## src/logic/axi_bus_pkg.sv

```systemverilog
// --------------------------------------
// AXI4 channel payloads, burst and response encodings and the bundled
// request/response structs used on both sides of the burst splitter
// --------------------------------------
package axi_bus_pkg;

  // --------------------------------------
  // Bus widths
  // --------------------------------------
  localparam int unsigned IdWidth   = 4;
  localparam int unsigned AddrWidth = 32;
  localparam int unsigned DataWidth = 32;
  // One strobe bit per data byte
  localparam int unsigned StrbWidth = DataWidth / 8;

  typedef logic [IdWidth-1:0]   id_t;
  typedef logic [AddrWidth-1:0] addr_t;
  typedef logic [DataWidth-1:0] data_t;
  typedef logic [StrbWidth-1:0] strb_t;
  // Beat count minus one
  typedef logic [7:0]           len_t;
  // Log2 of bytes per beat
  typedef logic [2:0]           size_t;

  // Encodings follow the AXI4 specification
  typedef enum logic [1:0] {
    BURST_FIXED = 2'b00,
    BURST_INCR  = 2'b01,
    BURST_WRAP  = 2'b10
  } burst_e;

  // Ordered by severity, so a larger value is a worse response
  typedef enum logic [1:0] {
    RESP_OKAY   = 2'b00,
    RESP_EXOKAY = 2'b01,
    RESP_SLVERR = 2'b10,
    RESP_DECERR = 2'b11
  } resp_e;

  // --------------------------------------
  // Channel payloads
  // --------------------------------------
  // Shared by AR and AW
  typedef struct packed {
    id_t    id;
    addr_t  addr;
    len_t   len;
    size_t  size;
    burst_e burst;
  } ax_chan_t;

  typedef struct packed {
    data_t data;
    strb_t strb;
    logic  last;
  } w_chan_t;

  typedef struct packed {
    id_t   id;
    resp_e resp;
  } b_chan_t;

  typedef struct packed {
    id_t   id;
    data_t data;
    resp_e resp;
    logic  last;
  } r_chan_t;

  // Manager to subordinate
  typedef struct packed {
    ax_chan_t aw;
    logic     aw_valid;
    w_chan_t  w;
    logic     w_valid;
    logic     b_ready;
    ax_chan_t ar;
    logic     ar_valid;
    logic     r_ready;
  } axi_req_t;

  // Subordinate to manager
  typedef struct packed {
    logic    aw_ready;
    logic    ar_ready;
    logic    w_ready;
    b_chan_t b;
    logic    b_valid;
    r_chan_t r;
    logic    r_valid;
  } axi_resp_t;

  // Pick the more severe of two responses
  function automatic resp_e worse_resp(resp_e a, resp_e b);
    return (a > b) ? a : b;
  endfunction

endpackage

```

## src/logic/split_pkg.sv

```systemverilog
// --------------------------------------
// Bookkeeping types for the burst splitter: FSM states, the per-burst
// counter entry and helpers that build and inspect entries
// --------------------------------------
package split_pkg;

  // Splitter FSM
  typedef enum logic {
    SplitIdle,
    SplitBusy
  } split_state_e;

  // R rebuild, holds the last flag under back-pressure
  typedef enum logic {
    HoldPass,
    HoldWait
  } hold_state_e;

  // Beats still owed, up to 256 so one extra bit over len
  typedef logic [8:0] beats_t;

  typedef struct packed {
    logic                busy;
    axi_bus_pkg::id_t    id;
    beats_t              remaining;
    // Worst response so far, only the write side folds into it
    axi_bus_pkg::resp_e  resp;
  } cnt_entry_t;

  // Fresh entry for a burst accepted upstream
  function automatic cnt_entry_t new_entry(axi_bus_pkg::ax_chan_t ax);
    cnt_entry_t e;
    e.busy      = 1'b1;
    e.id        = ax.id;
    e.remaining = {1'b0, ax.len} + beats_t'(1);
    e.resp      = axi_bus_pkg::RESP_OKAY;
    return e;
  endfunction

  // Entry is emptied by the next consumed beat
  function automatic logic last_beat(cnt_entry_t e);
    return e.remaining == beats_t'(1);
  endfunction

endpackage

```

## src/logic/beat_counters.sv

```systemverilog
// --------------------------------------
// Table of outstanding bursts for one direction. Allocated per accepted
// burst, looked up by ID, oldest burst of an ID answers first
// --------------------------------------
`timescale 1ns/100ps

module beat_counters #(
  parameter int unsigned MAX_TXNS = 4
) (
  input  logic                  clk_i,
  input  logic                  rst_ni,
  // Allocation, id and len taken from the burst
  input  axi_bus_pkg::ax_chan_t alloc_ax_i,
  input  logic                  alloc_req_i,
  output logic                  alloc_gnt_o,
  // Lookup and consume from the response side
  input  axi_bus_pkg::id_t      lookup_id_i,
  input  logic                  lookup_req_i,
  output logic                  lookup_gnt_o,
  output axi_bus_pkg::len_t     lookup_left_o,
  input  logic                  consume_i,
  input  axi_bus_pkg::resp_e    consume_resp_i,
  output axi_bus_pkg::resp_e    worst_resp_o
);
  import axi_bus_pkg::*;
  import split_pkg::*;

  localparam int unsigned IdxWidth = (MAX_TXNS > 1) ? $clog2(MAX_TXNS) : 1;
  typedef logic [IdxWidth-1:0] idx_t;

  cnt_entry_t [MAX_TXNS-1:0] entry_q, entry_d;
  // Age rank, 0 is the oldest live entry
  idx_t [MAX_TXNS-1:0]       age_q, age_d;
  idx_t                      free_idx, hit_idx;
  logic                      any_free, any_hit;
  logic [IdxWidth:0]         busy_cnt;
  logic                      alloc_en, consume_en, release_en;

  // --------------------------------------
  // Free slot and oldest-match search
  // --------------------------------------
  always_comb begin
    any_free = 1'b0;
    free_idx = '0;
    any_hit  = 1'b0;
    hit_idx  = '0;
    busy_cnt = '0;
    for (int unsigned i = 0; i < MAX_TXNS; i++) begin
      if (entry_q[i].busy) begin
        busy_cnt = busy_cnt + 1'b1;
        // Among entries of this ID keep the lowest rank
        if (entry_q[i].id == lookup_id_i && (!any_hit || age_q[i] < age_q[hit_idx])) begin
          any_hit = 1'b1;
          hit_idx = idx_t'(i);
        end
      end else if (!any_free) begin
        // Lowest free index wins
        any_free = 1'b1;
        free_idx = idx_t'(i);
      end
    end
  end

  assign alloc_gnt_o   = any_free;
  assign lookup_gnt_o  = lookup_req_i & any_hit;
  assign lookup_left_o = len_t'(entry_q[hit_idx].remaining - beats_t'(1));
  assign worst_resp_o  = entry_q[hit_idx].resp;

  assign alloc_en   = alloc_req_i & any_free;
  assign consume_en = lookup_gnt_o & consume_i;
  assign release_en = consume_en & last_beat(entry_q[hit_idx]);

  // --------------------------------------
  // Entry and rank update
  // --------------------------------------
  always_comb begin
    entry_d = entry_q;
    age_d   = age_q;
    if (release_en) begin
      entry_d[hit_idx].busy = 1'b0;
      // Younger entries move up one rank
      for (int unsigned i = 0; i < MAX_TXNS; i++) begin
        if (entry_q[i].busy && age_q[i] > age_q[hit_idx]) begin
          age_d[i] = age_q[i] - 1'b1;
        end
      end
    end else if (consume_en) begin
      entry_d[hit_idx].remaining = entry_q[hit_idx].remaining - beats_t'(1);
      entry_d[hit_idx].resp      = worse_resp(entry_q[hit_idx].resp, consume_resp_i);
    end
    // Slot being freed this cycle is still busy, so no clash with allocation
    if (alloc_en) begin
      entry_d[free_idx] = new_entry(alloc_ax_i);
      age_d[free_idx]   = idx_t'(busy_cnt - release_en);
    end
  end

  always_ff @(posedge clk_i, negedge rst_ni) begin
    if (!rst_ni) begin
      entry_q <= '0;
      age_q   <= '0;
    end else begin
      entry_q <= entry_d;
      age_q   <= age_d;
    end
  end

endmodule

```

## src/logic/ax_splitter.sv

```systemverilog
// --------------------------------------
// Breaks one AR or AW burst into single-beat requests and claims a beat
// counter when the burst is accepted. Instantiated once per direction
// --------------------------------------
`timescale 1ns/100ps

module ax_splitter (
  input  logic                  clk_i,
  input  logic                  rst_ni,
  // Upstream burst
  input  axi_bus_pkg::ax_chan_t ax_i,
  input  logic                  ax_valid_i,
  output logic                  ax_ready_o,
  // Downstream single beats
  output axi_bus_pkg::ax_chan_t ax_o,
  output logic                  ax_valid_o,
  input  logic                  ax_ready_i,
  // Counter allocation
  output logic                  alloc_req_o,
  input  logic                  alloc_gnt_i
);
  import axi_bus_pkg::*;
  import split_pkg::*;

  split_state_e state_q, state_d;
  // Rest of the burst, len counts beats after the one on offer
  ax_chan_t     burst_q, burst_d;

  // Step to the following beat
  function automatic ax_chan_t next_beat(ax_chan_t ax);
    ax_chan_t nx;
    nx     = ax;
    nx.len = ax.len - 1'b1;
    // FIXED repeats the address, WRAP is never presented
    if (ax.burst == BURST_INCR) begin
      nx.addr = ax.addr + (addr_t'(1) << ax.size);
    end
    return nx;
  endfunction

  // --------------------------------------
  // Splitter FSM
  // --------------------------------------
  always_comb begin
    state_d     = state_q;
    burst_d     = burst_q;
    ax_o        = '0;
    ax_valid_o  = 1'b0;
    ax_ready_o  = 1'b0;
    alloc_req_o = 1'b0;

    case (state_q)
      SplitIdle: begin
        // Nothing is offered without a free counter
        if (ax_valid_i && alloc_gnt_i) begin
          ax_o       = ax_i;
          ax_o.len   = '0;
          ax_valid_o = 1'b1;
          if (ax_i.len == '0) begin
            // Single beat, straight through
            ax_ready_o = ax_ready_i;
          end else begin
            // Take the burst now and start with its first beat
            ax_ready_o = 1'b1;
            burst_d    = ax_ready_i ? next_beat(ax_i) : ax_i;
            state_d    = SplitBusy;
          end
          // Counter claimed on the upstream handshake
          alloc_req_o = ax_ready_o;
        end
      end

      SplitBusy: begin
        ax_o       = burst_q;
        ax_o.len   = '0;
        ax_valid_o = 1'b1;
        if (ax_ready_i) begin
          if (burst_q.len == '0) begin
            // That was the final beat
            state_d = SplitIdle;
          end else begin
            burst_d = next_beat(burst_q);
          end
        end
      end

      default: state_d = SplitIdle;
    endcase
  end

  // --------------------------------------
  // Registers
  // --------------------------------------
  always_ff @(posedge clk_i, negedge rst_ni) begin
    if (!rst_ni) begin
      state_q <= SplitIdle;
    end else begin
      state_q <= state_d;
    end
  end

  always_ff @(posedge clk_i) begin
    burst_q <= burst_d;
  end

endmodule

```

## src/logic/r_last_rebuild.sv

```systemverilog
// --------------------------------------
// Forwards downstream R beats upstream and recomputes last from the
// read beat counters
// --------------------------------------
`timescale 1ns/100ps

module r_last_rebuild (
  input  logic                 clk_i,
  input  logic                 rst_ni,
  input  axi_bus_pkg::r_chan_t dn_r_i,
  input  logic                 dn_r_valid_i,
  output logic                 dn_r_ready_o,
  output axi_bus_pkg::r_chan_t up_r_o,
  output logic                 up_r_valid_o,
  input  logic                 up_r_ready_i,
  // Read counter table
  output axi_bus_pkg::id_t     lookup_id_o,
  output logic                 lookup_req_o,
  input  logic                 lookup_gnt_i,
  input  axi_bus_pkg::len_t    lookup_left_i,
  output logic                 consume_o
);
  import split_pkg::*;

  hold_state_e state_q, state_d;
  // Last flag kept while upstream stalls
  logic        last_q, last_d;

  assign lookup_id_o = dn_r_i.id;

  always_comb begin
    state_d      = state_q;
    last_d       = last_q;
    up_r_o       = dn_r_i;
    up_r_o.last  = 1'b0;
    up_r_valid_o = 1'b0;
    dn_r_ready_o = 1'b0;
    lookup_req_o = 1'b0;
    consume_o    = 1'b0;

    case (state_q)
      HoldPass: begin
        // Beats without a live burst of their ID stay downstream
        if (dn_r_valid_i) begin
          lookup_req_o = 1'b1;
          if (lookup_gnt_i) begin
            // Beat counted now, even if upstream is stalled
            consume_o    = 1'b1;
            last_d       = (lookup_left_i == '0);
            up_r_o.last  = last_d;
            up_r_valid_o = 1'b1;
            if (up_r_ready_i) begin
              dn_r_ready_o = 1'b1;
            end else begin
              state_d = HoldWait;
            end
          end
        end
      end

      HoldWait: begin
        // Counter already consumed, replay the stored flag
        up_r_o.last  = last_q;
        up_r_valid_o = dn_r_valid_i;
        dn_r_ready_o = up_r_ready_i;
        if (dn_r_valid_i && up_r_ready_i) begin
          state_d = HoldPass;
        end
      end

      default: state_d = HoldPass;
    endcase
  end

  always_ff @(posedge clk_i, negedge rst_ni) begin
    if (!rst_ni) begin
      state_q <= HoldPass;
      last_q  <= 1'b0;
    end else begin
      state_q <= state_d;
      last_q  <= last_d;
    end
  end

endmodule

```

## src/logic/b_merger.sv

```systemverilog
// --------------------------------------
// Folds the per-beat B responses of a split write into one upstream B
// carrying the worst response of the burst
// --------------------------------------
`timescale 1ns/100ps

module b_merger (
  input  logic                 clk_i,
  input  logic                 rst_ni,
  input  axi_bus_pkg::b_chan_t dn_b_i,
  input  logic                 dn_b_valid_i,
  output logic                 dn_b_ready_o,
  output axi_bus_pkg::b_chan_t up_b_o,
  output logic                 up_b_valid_o,
  input  logic                 up_b_ready_i,
  // Write counter table
  output axi_bus_pkg::id_t     lookup_id_o,
  output logic                 lookup_req_o,
  input  logic                 lookup_gnt_i,
  input  axi_bus_pkg::len_t    lookup_left_i,
  input  axi_bus_pkg::resp_e   worst_resp_i,
  output logic                 consume_o,
  output axi_bus_pkg::resp_e   consume_resp_o
);
  import axi_bus_pkg::*;

  // Merged B waiting for upstream, entry already released
  logic    held_q, held_d;
  b_chan_t b_q, b_d;
  resp_e   merged_resp;

  assign lookup_id_o    = dn_b_i.id;
  assign consume_resp_o = dn_b_i.resp;
  // Worst of the earlier beats and this one
  assign merged_resp    = worse_resp(worst_resp_i, dn_b_i.resp);

  always_comb begin
    held_d       = held_q;
    b_d          = b_q;
    up_b_o       = b_q;
    up_b_valid_o = 1'b0;
    dn_b_ready_o = 1'b0;
    lookup_req_o = 1'b0;
    consume_o    = 1'b0;

    if (held_q) begin
      up_b_valid_o = dn_b_valid_i;
      dn_b_ready_o = up_b_ready_i;
      if (dn_b_valid_i && up_b_ready_i) begin
        held_d = 1'b0;
      end
    end else if (dn_b_valid_i) begin
      lookup_req_o = 1'b1;
      if (lookup_gnt_i) begin
        consume_o = 1'b1;
        if (lookup_left_i != '0) begin
          // Intermediate beat, swallowed here
          dn_b_ready_o = 1'b1;
        end else begin
          // Final beat goes up with the merged response
          up_b_o.id    = dn_b_i.id;
          up_b_o.resp  = merged_resp;
          up_b_valid_o = 1'b1;
          dn_b_ready_o = up_b_ready_i;
          b_d          = up_b_o;
          held_d       = !up_b_ready_i;
        end
      end
    end
  end

  always_ff @(posedge clk_i, negedge rst_ni) begin
    if (!rst_ni) begin
      held_q <= 1'b0;
    end else begin
      held_q <= held_d;
    end
  end

  always_ff @(posedge clk_i) begin
    b_q <= b_d;
  end

endmodule

```

## src/logic/burst_splitter.sv

```systemverilog
// --------------------------------------
// AXI4 burst splitter top. Upstream bursts become single-beat requests
// for a subordinate that only takes len 0, responses are regrouped
// --------------------------------------
`timescale 1ns/100ps

module burst_splitter #(
  // Bursts outstanding per direction
  parameter int unsigned MAX_TXNS = 4
) (
  input  logic                   clk_i,
  input  logic                   rst_ni,
  // Upstream manager side
  input  axi_bus_pkg::axi_req_t  slv_req_i,
  output axi_bus_pkg::axi_resp_t slv_resp_o,
  // Downstream subordinate side
  output axi_bus_pkg::axi_req_t  mst_req_o,
  input  axi_bus_pkg::axi_resp_t mst_resp_i
);
  import axi_bus_pkg::*;

  logic  ar_alloc_req, ar_alloc_gnt;
  logic  aw_alloc_req, aw_alloc_gnt;
  id_t   r_lookup_id, b_lookup_id;
  logic  r_lookup_req, r_lookup_gnt;
  logic  b_lookup_req, b_lookup_gnt;
  len_t  r_lookup_left, b_lookup_left;
  logic  r_consume, b_consume;
  resp_e b_consume_resp, b_worst_resp;

  // --------------------------------------
  // Read direction
  // --------------------------------------
  ax_splitter i_ar_split (
    .clk_i,
    .rst_ni,
    .ax_i        (slv_req_i.ar),
    .ax_valid_i  (slv_req_i.ar_valid),
    .ax_ready_o  (slv_resp_o.ar_ready),
    .ax_o        (mst_req_o.ar),
    .ax_valid_o  (mst_req_o.ar_valid),
    .ax_ready_i  (mst_resp_i.ar_ready),
    .alloc_req_o (ar_alloc_req),
    .alloc_gnt_i (ar_alloc_gnt)
  );

  // Reads only count beats, response folding stays idle
  beat_counters #(
    .MAX_TXNS (MAX_TXNS)
  ) i_r_cnt (
    .clk_i,
    .rst_ni,
    .alloc_ax_i     (slv_req_i.ar),
    .alloc_req_i    (ar_alloc_req),
    .alloc_gnt_o    (ar_alloc_gnt),
    .lookup_id_i    (r_lookup_id),
    .lookup_req_i   (r_lookup_req),
    .lookup_gnt_o   (r_lookup_gnt),
    .lookup_left_o  (r_lookup_left),
    .consume_i      (r_consume),
    .consume_resp_i (RESP_OKAY),
    .worst_resp_o   ()
  );

  r_last_rebuild i_r_last (
    .clk_i,
    .rst_ni,
    .dn_r_i        (mst_resp_i.r),
    .dn_r_valid_i  (mst_resp_i.r_valid),
    .dn_r_ready_o  (mst_req_o.r_ready),
    .up_r_o        (slv_resp_o.r),
    .up_r_valid_o  (slv_resp_o.r_valid),
    .up_r_ready_i  (slv_req_i.r_ready),
    .lookup_id_o   (r_lookup_id),
    .lookup_req_o  (r_lookup_req),
    .lookup_gnt_i  (r_lookup_gnt),
    .lookup_left_i (r_lookup_left),
    .consume_o     (r_consume)
  );

  // --------------------------------------
  // Write direction
  // --------------------------------------
  ax_splitter i_aw_split (
    .clk_i,
    .rst_ni,
    .ax_i        (slv_req_i.aw),
    .ax_valid_i  (slv_req_i.aw_valid),
    .ax_ready_o  (slv_resp_o.aw_ready),
    .ax_o        (mst_req_o.aw),
    .ax_valid_o  (mst_req_o.aw_valid),
    .ax_ready_i  (mst_resp_i.aw_ready),
    .alloc_req_o (aw_alloc_req),
    .alloc_gnt_i (aw_alloc_gnt)
  );

  beat_counters #(
    .MAX_TXNS (MAX_TXNS)
  ) i_b_cnt (
    .clk_i,
    .rst_ni,
    .alloc_ax_i     (slv_req_i.aw),
    .alloc_req_i    (aw_alloc_req),
    .alloc_gnt_o    (aw_alloc_gnt),
    .lookup_id_i    (b_lookup_id),
    .lookup_req_i   (b_lookup_req),
    .lookup_gnt_o   (b_lookup_gnt),
    .lookup_left_o  (b_lookup_left),
    .consume_i      (b_consume),
    .consume_resp_i (b_consume_resp),
    .worst_resp_o   (b_worst_resp)
  );

  // W beats each close their own single-beat burst
  assign mst_req_o.w.data   = slv_req_i.w.data;
  assign mst_req_o.w.strb   = slv_req_i.w.strb;
  assign mst_req_o.w.last   = 1'b1;
  assign mst_req_o.w_valid  = slv_req_i.w_valid;
  assign slv_resp_o.w_ready = mst_resp_i.w_ready;

  b_merger i_b_merge (
    .clk_i,
    .rst_ni,
    .dn_b_i         (mst_resp_i.b),
    .dn_b_valid_i   (mst_resp_i.b_valid),
    .dn_b_ready_o   (mst_req_o.b_ready),
    .up_b_o         (slv_resp_o.b),
    .up_b_valid_o   (slv_resp_o.b_valid),
    .up_b_ready_i   (slv_req_i.b_ready),
    .lookup_id_o    (b_lookup_id),
    .lookup_req_o   (b_lookup_req),
    .lookup_gnt_i   (b_lookup_gnt),
    .lookup_left_i  (b_lookup_left),
    .worst_resp_i   (b_worst_resp),
    .consume_o      (b_consume),
    .consume_resp_o (b_consume_resp)
  );

endmodule

```

## config.mk

```make
export PLATFORM = sky130hd
export DESIGN_NAME = burst_splitter
export DESIGN_NICKNAME = d
export VERILOG_FILES = /design/src/logic/axi_bus_pkg.sv /design/src/logic/split_pkg.sv /design/src/logic/beat_counters.sv /design/src/logic/ax_splitter.sv /design/src/logic/r_last_rebuild.sv /design/src/logic/b_merger.sv /design/src/logic/burst_splitter.sv
export SDC_FILE = /design/constraint.sdc
export NUM_CORES = 1
export LEC_CHECK = 0
export ABC_AREA = 1
export ABC_CLOCK_PERIOD_IN_PS = 21600
export BUFFER_PORTS_ARGS = -buffer_cell sky130_fd_sc_hd__buf_2
export CORE_ASPECT_RATIO = 0.7
export CORE_UTILIZATION = 55
export DETAILED_ROUTE_END_ITERATION = 7
export PLACE_DENSITY = 0.78
export SLEW_MARGIN = 20
export SYNTH_ARGS = -nofsm -noshare
export SYNTH_HDL_FRONTEND = slang
export SYNTH_HIERARCHICAL = 1
export SYNTH_SLANG_ARGS = --single-unit
```

## constraint.sdc

```tcl
create_clock -name clk_i -period 21.6 [get_ports clk_i]
set_input_delay 4.32 -clock clk_i [delete_from_list [all_inputs] [get_ports clk_i]]
set_output_delay 4.32 -clock clk_i [all_outputs]
set_load 0.02 [all_outputs]
```

==> results.tsv <==
stage	metric	value	unit
placement	port_buffers	218	
finish	drive_above_1_share	13.3	%
finish	antennaDiodeCount	0	
finish	area_delta_synth_final	7.32	%
setup_path	end_kind	output pin	
global_routing	grt_pass1_vias	20300	
synth	synth_area	21900	µm²
global_routing	grt_overflow	0	
setup_path	slowest_stage	nor2_1	
drt	routed_wl	67.4	mm
clocking	post_cts_buffers	0	
setup_path	worst-endpoint-required	17280	ps
timing	setup_viol	0	
drt	dr.pass1.iters	6	
clocking	clk_pin_slew	60	ps
global_routing	antenna_found_initial	0	
placement	place_hpwl	50.6	mm
global_routing	grt_max_degree	75	
power	internal_power	0.00133	W
placement	place_ws	7330	ps
timing	rsz0062_at_grt	false	
power	clkPwrFrac	19.5	%
clocking	root_buffer	clkbuf_16	
drt	drt_iter0_drc	2455	
power	leakage	12.1	nW
drt	drc	0	
timing	fin_crit_sh	66.9	%
drt	via_per_inst	5.70	
outcome	status	finished clean	
power	p_switching	0.00112	W
clocking	cts_buffers	27	
setup_path	cp_common_cell	nand2_1	
clocking	htreeDepth	1	
power	p_sw_share	45.8	%
power	ir_drop	0.0642	mV
synth	syn_inst	3283	
power	pwr-share-comb	49.0	%
placement	place.gp.congestion	0.971	
timing	worst_slew_pin_slew	1130	ps
setup_path	crit_fanout	30	
power	fin_total_pwr	0.00245	W
setup_path	slowest_delay	620	ps
die	ioPinCount	382	
global_routing	grt_pass1_wl	106	mm
setup_path	crit_arrival	10130	ps
power	sequentialPowerShare	31.5	%
finish	n_fill_cell	3711	
timing	tns	0	ps
timing	slew_headroom	24.6	%
power	pwr_density_cell	104	nW/µm²
die	fp.dieH	169	µm
die	die_x	241	µm
setup_path	setup.worst_path.class	input pin to output pin	
finish	final_util	60.6	%
clocking	clock-sinks	245	
clocking	insertion_delay	550	ps
drt	avgRoutedWirePerCell	17.2	µm
timing	setup_ws	7150	ps
die	die-area	40700	µm²
drt	vias	22300	
min_path	hold_class	flip-flop to flip-flop	
timing	fmax	69.2	MHz
global_routing	grt_usage	32.5	%
drt	final_antenna_net_count	0	
clocking	ctsResizeCount	0	
clocking	tritoncts	yes	
clocking	cts_hold_buf	0	
timing	final-hold-violation-count	0	
timing	fin_skew	23.6	ps
die	rows	60	
finish	layout.nets	3645	
die	core_area	38900	µm²
synth	yosys_warnings	6	
timing	slew_viol_final	0	
clocking	cts_buffer_depth	3	
setup_path	start_kind	input pin	
timing	min_period	14450	ps
run	cap_viol_max_count	0	
synth	avgSynthCellArea	6.69	µm²
die	initial_core_util	56.4	%
==> cell type report <==
| cell class | instances | area [µm²] | area share [%] |
|---|---|---|---|
| Multi-Input combinational cell | 2438 | 12600 | 53.3 |
| Sequential cell | 245 | 6590 | 28.0 |
| Inverter | 431 | 1630 | 6.92 |
| Timing Repair Buffer | 226 | 1200 | 5.08 |
| Clock buffer | 34 | 773 | 3.28 |
| Tap cell | 527 | 659 | 2.80 |
| Clock inverter | 15 | 144 | 0.611 |
==> cell usage in the layout (no fill, tap or decap), types with 14 or more instances in the layout <==
cell type  count
edfxtp_1      98
nand3_1      259
clkbuf_16     28
o21ai_0      177
inv_2         26
nand3_2       14
conb_1        17
nor3_1        66
nand4_1       57
nand2_2       31
o21ai_1       24
a31oi_1       19
ha_1          80
nor2_1       284
buf_2        217
dfrtp_1      139
a22o_1        16
a21oi_1      108
xor2_1        65
inv_1        391
o22ai_1       48
nand2_1     1001
nor2_2        21
==> per-stage QoR <==
stage	hold slack, ps	cell area [µm²]	cells
floorplan	449	22000	3297
detailed placement	446	22600	3865
CTS	463	23500	3914
global route	489	23600	3916
finish	460	23600	3916
global placement	432	22600	3865
==> layer usage <==
metal	global-route usage (%)	wire, µm	vias to the layer above
met5	0	0	-
met4	7.35	1250	0
met3	5.79	7380	87
met2	47.4	28100	1161
met1	49.6	30700	10400
li1	-	-	10700
==> final timing paths <==
| path | from | to | slack [ps] | cells past startpoint |
|---|---|---|---|---|
| hold / removal | i_b_merge/b_q[0]$_DFF_P_ | i_b_merge/b_q[0]$_DFF_P_ | 460 | 2 |
| max in group asynchronous | rst_ni | i_aw_split/state_q$_DFF_PN0_ | 16350 | 2 |
| setup reg to reg | i_b_cnt/age_q[1]$_DFF_PN0_ | i_b_cnt/age_q[7]$_DFF_PN0_ | 15360 | 32 |
| setup / recovery | mst_resp_i[43] | slv_resp_o[41] | 7150 | 31 |
| min in group asynchronous | rst_ni | i_r_cnt/age_q[4]$_DFF_PN0_ | 3770 | 1 |
| hold reg to reg | i_b_merge/b_q[0]$_DFF_P_ | i_b_merge/b_q[0]$_DFF_P_ | 460 | 2 |
==> power groups by stage <==
stage	logic [W]	clock network [W]	registers [W]
after floorplan	0.000909	0	0.000743
after global placement	0.00112	0	0.000769
after detailed placement	0.00117	0	0.000775
after CTS	0.00118	0.000489	0.000768
after global routing	0.00134	0.000504	0.000789
final	0.00120	0.000478	0.000772
==> registers in the layout, summed over array words and instances (netlist names) <==
| name | flops |
|---|---|
| i_ar_split/burst_q | 49 |
| i_b_cnt/entry_q | 64 |
| i_b_merge/b_q | 6 |
| i_aw_split/burst_q | 49 |
| i_aw_split/state_q | 1 |
| i_b_cnt/age_q | 8 |
| i_r_cnt/age_q | 8 |
| i_ar_split/state_q | 1 |
| i_b_merge/held_q | 1 |
| i_r_last/state_q | 1 |
| i_r_cnt/entry_q | 56 |
| i_r_last/last_q | 1 |
==> worst max-delay path, delay by kind of cell <==
family / cells / cell delay (ps)
fa+ha+maj: 3 / 990
simple gates: 21 / 3480
buf+inv: 3 / 420
compound gates: 4 / 940
(Power assumes the default switching activity.)
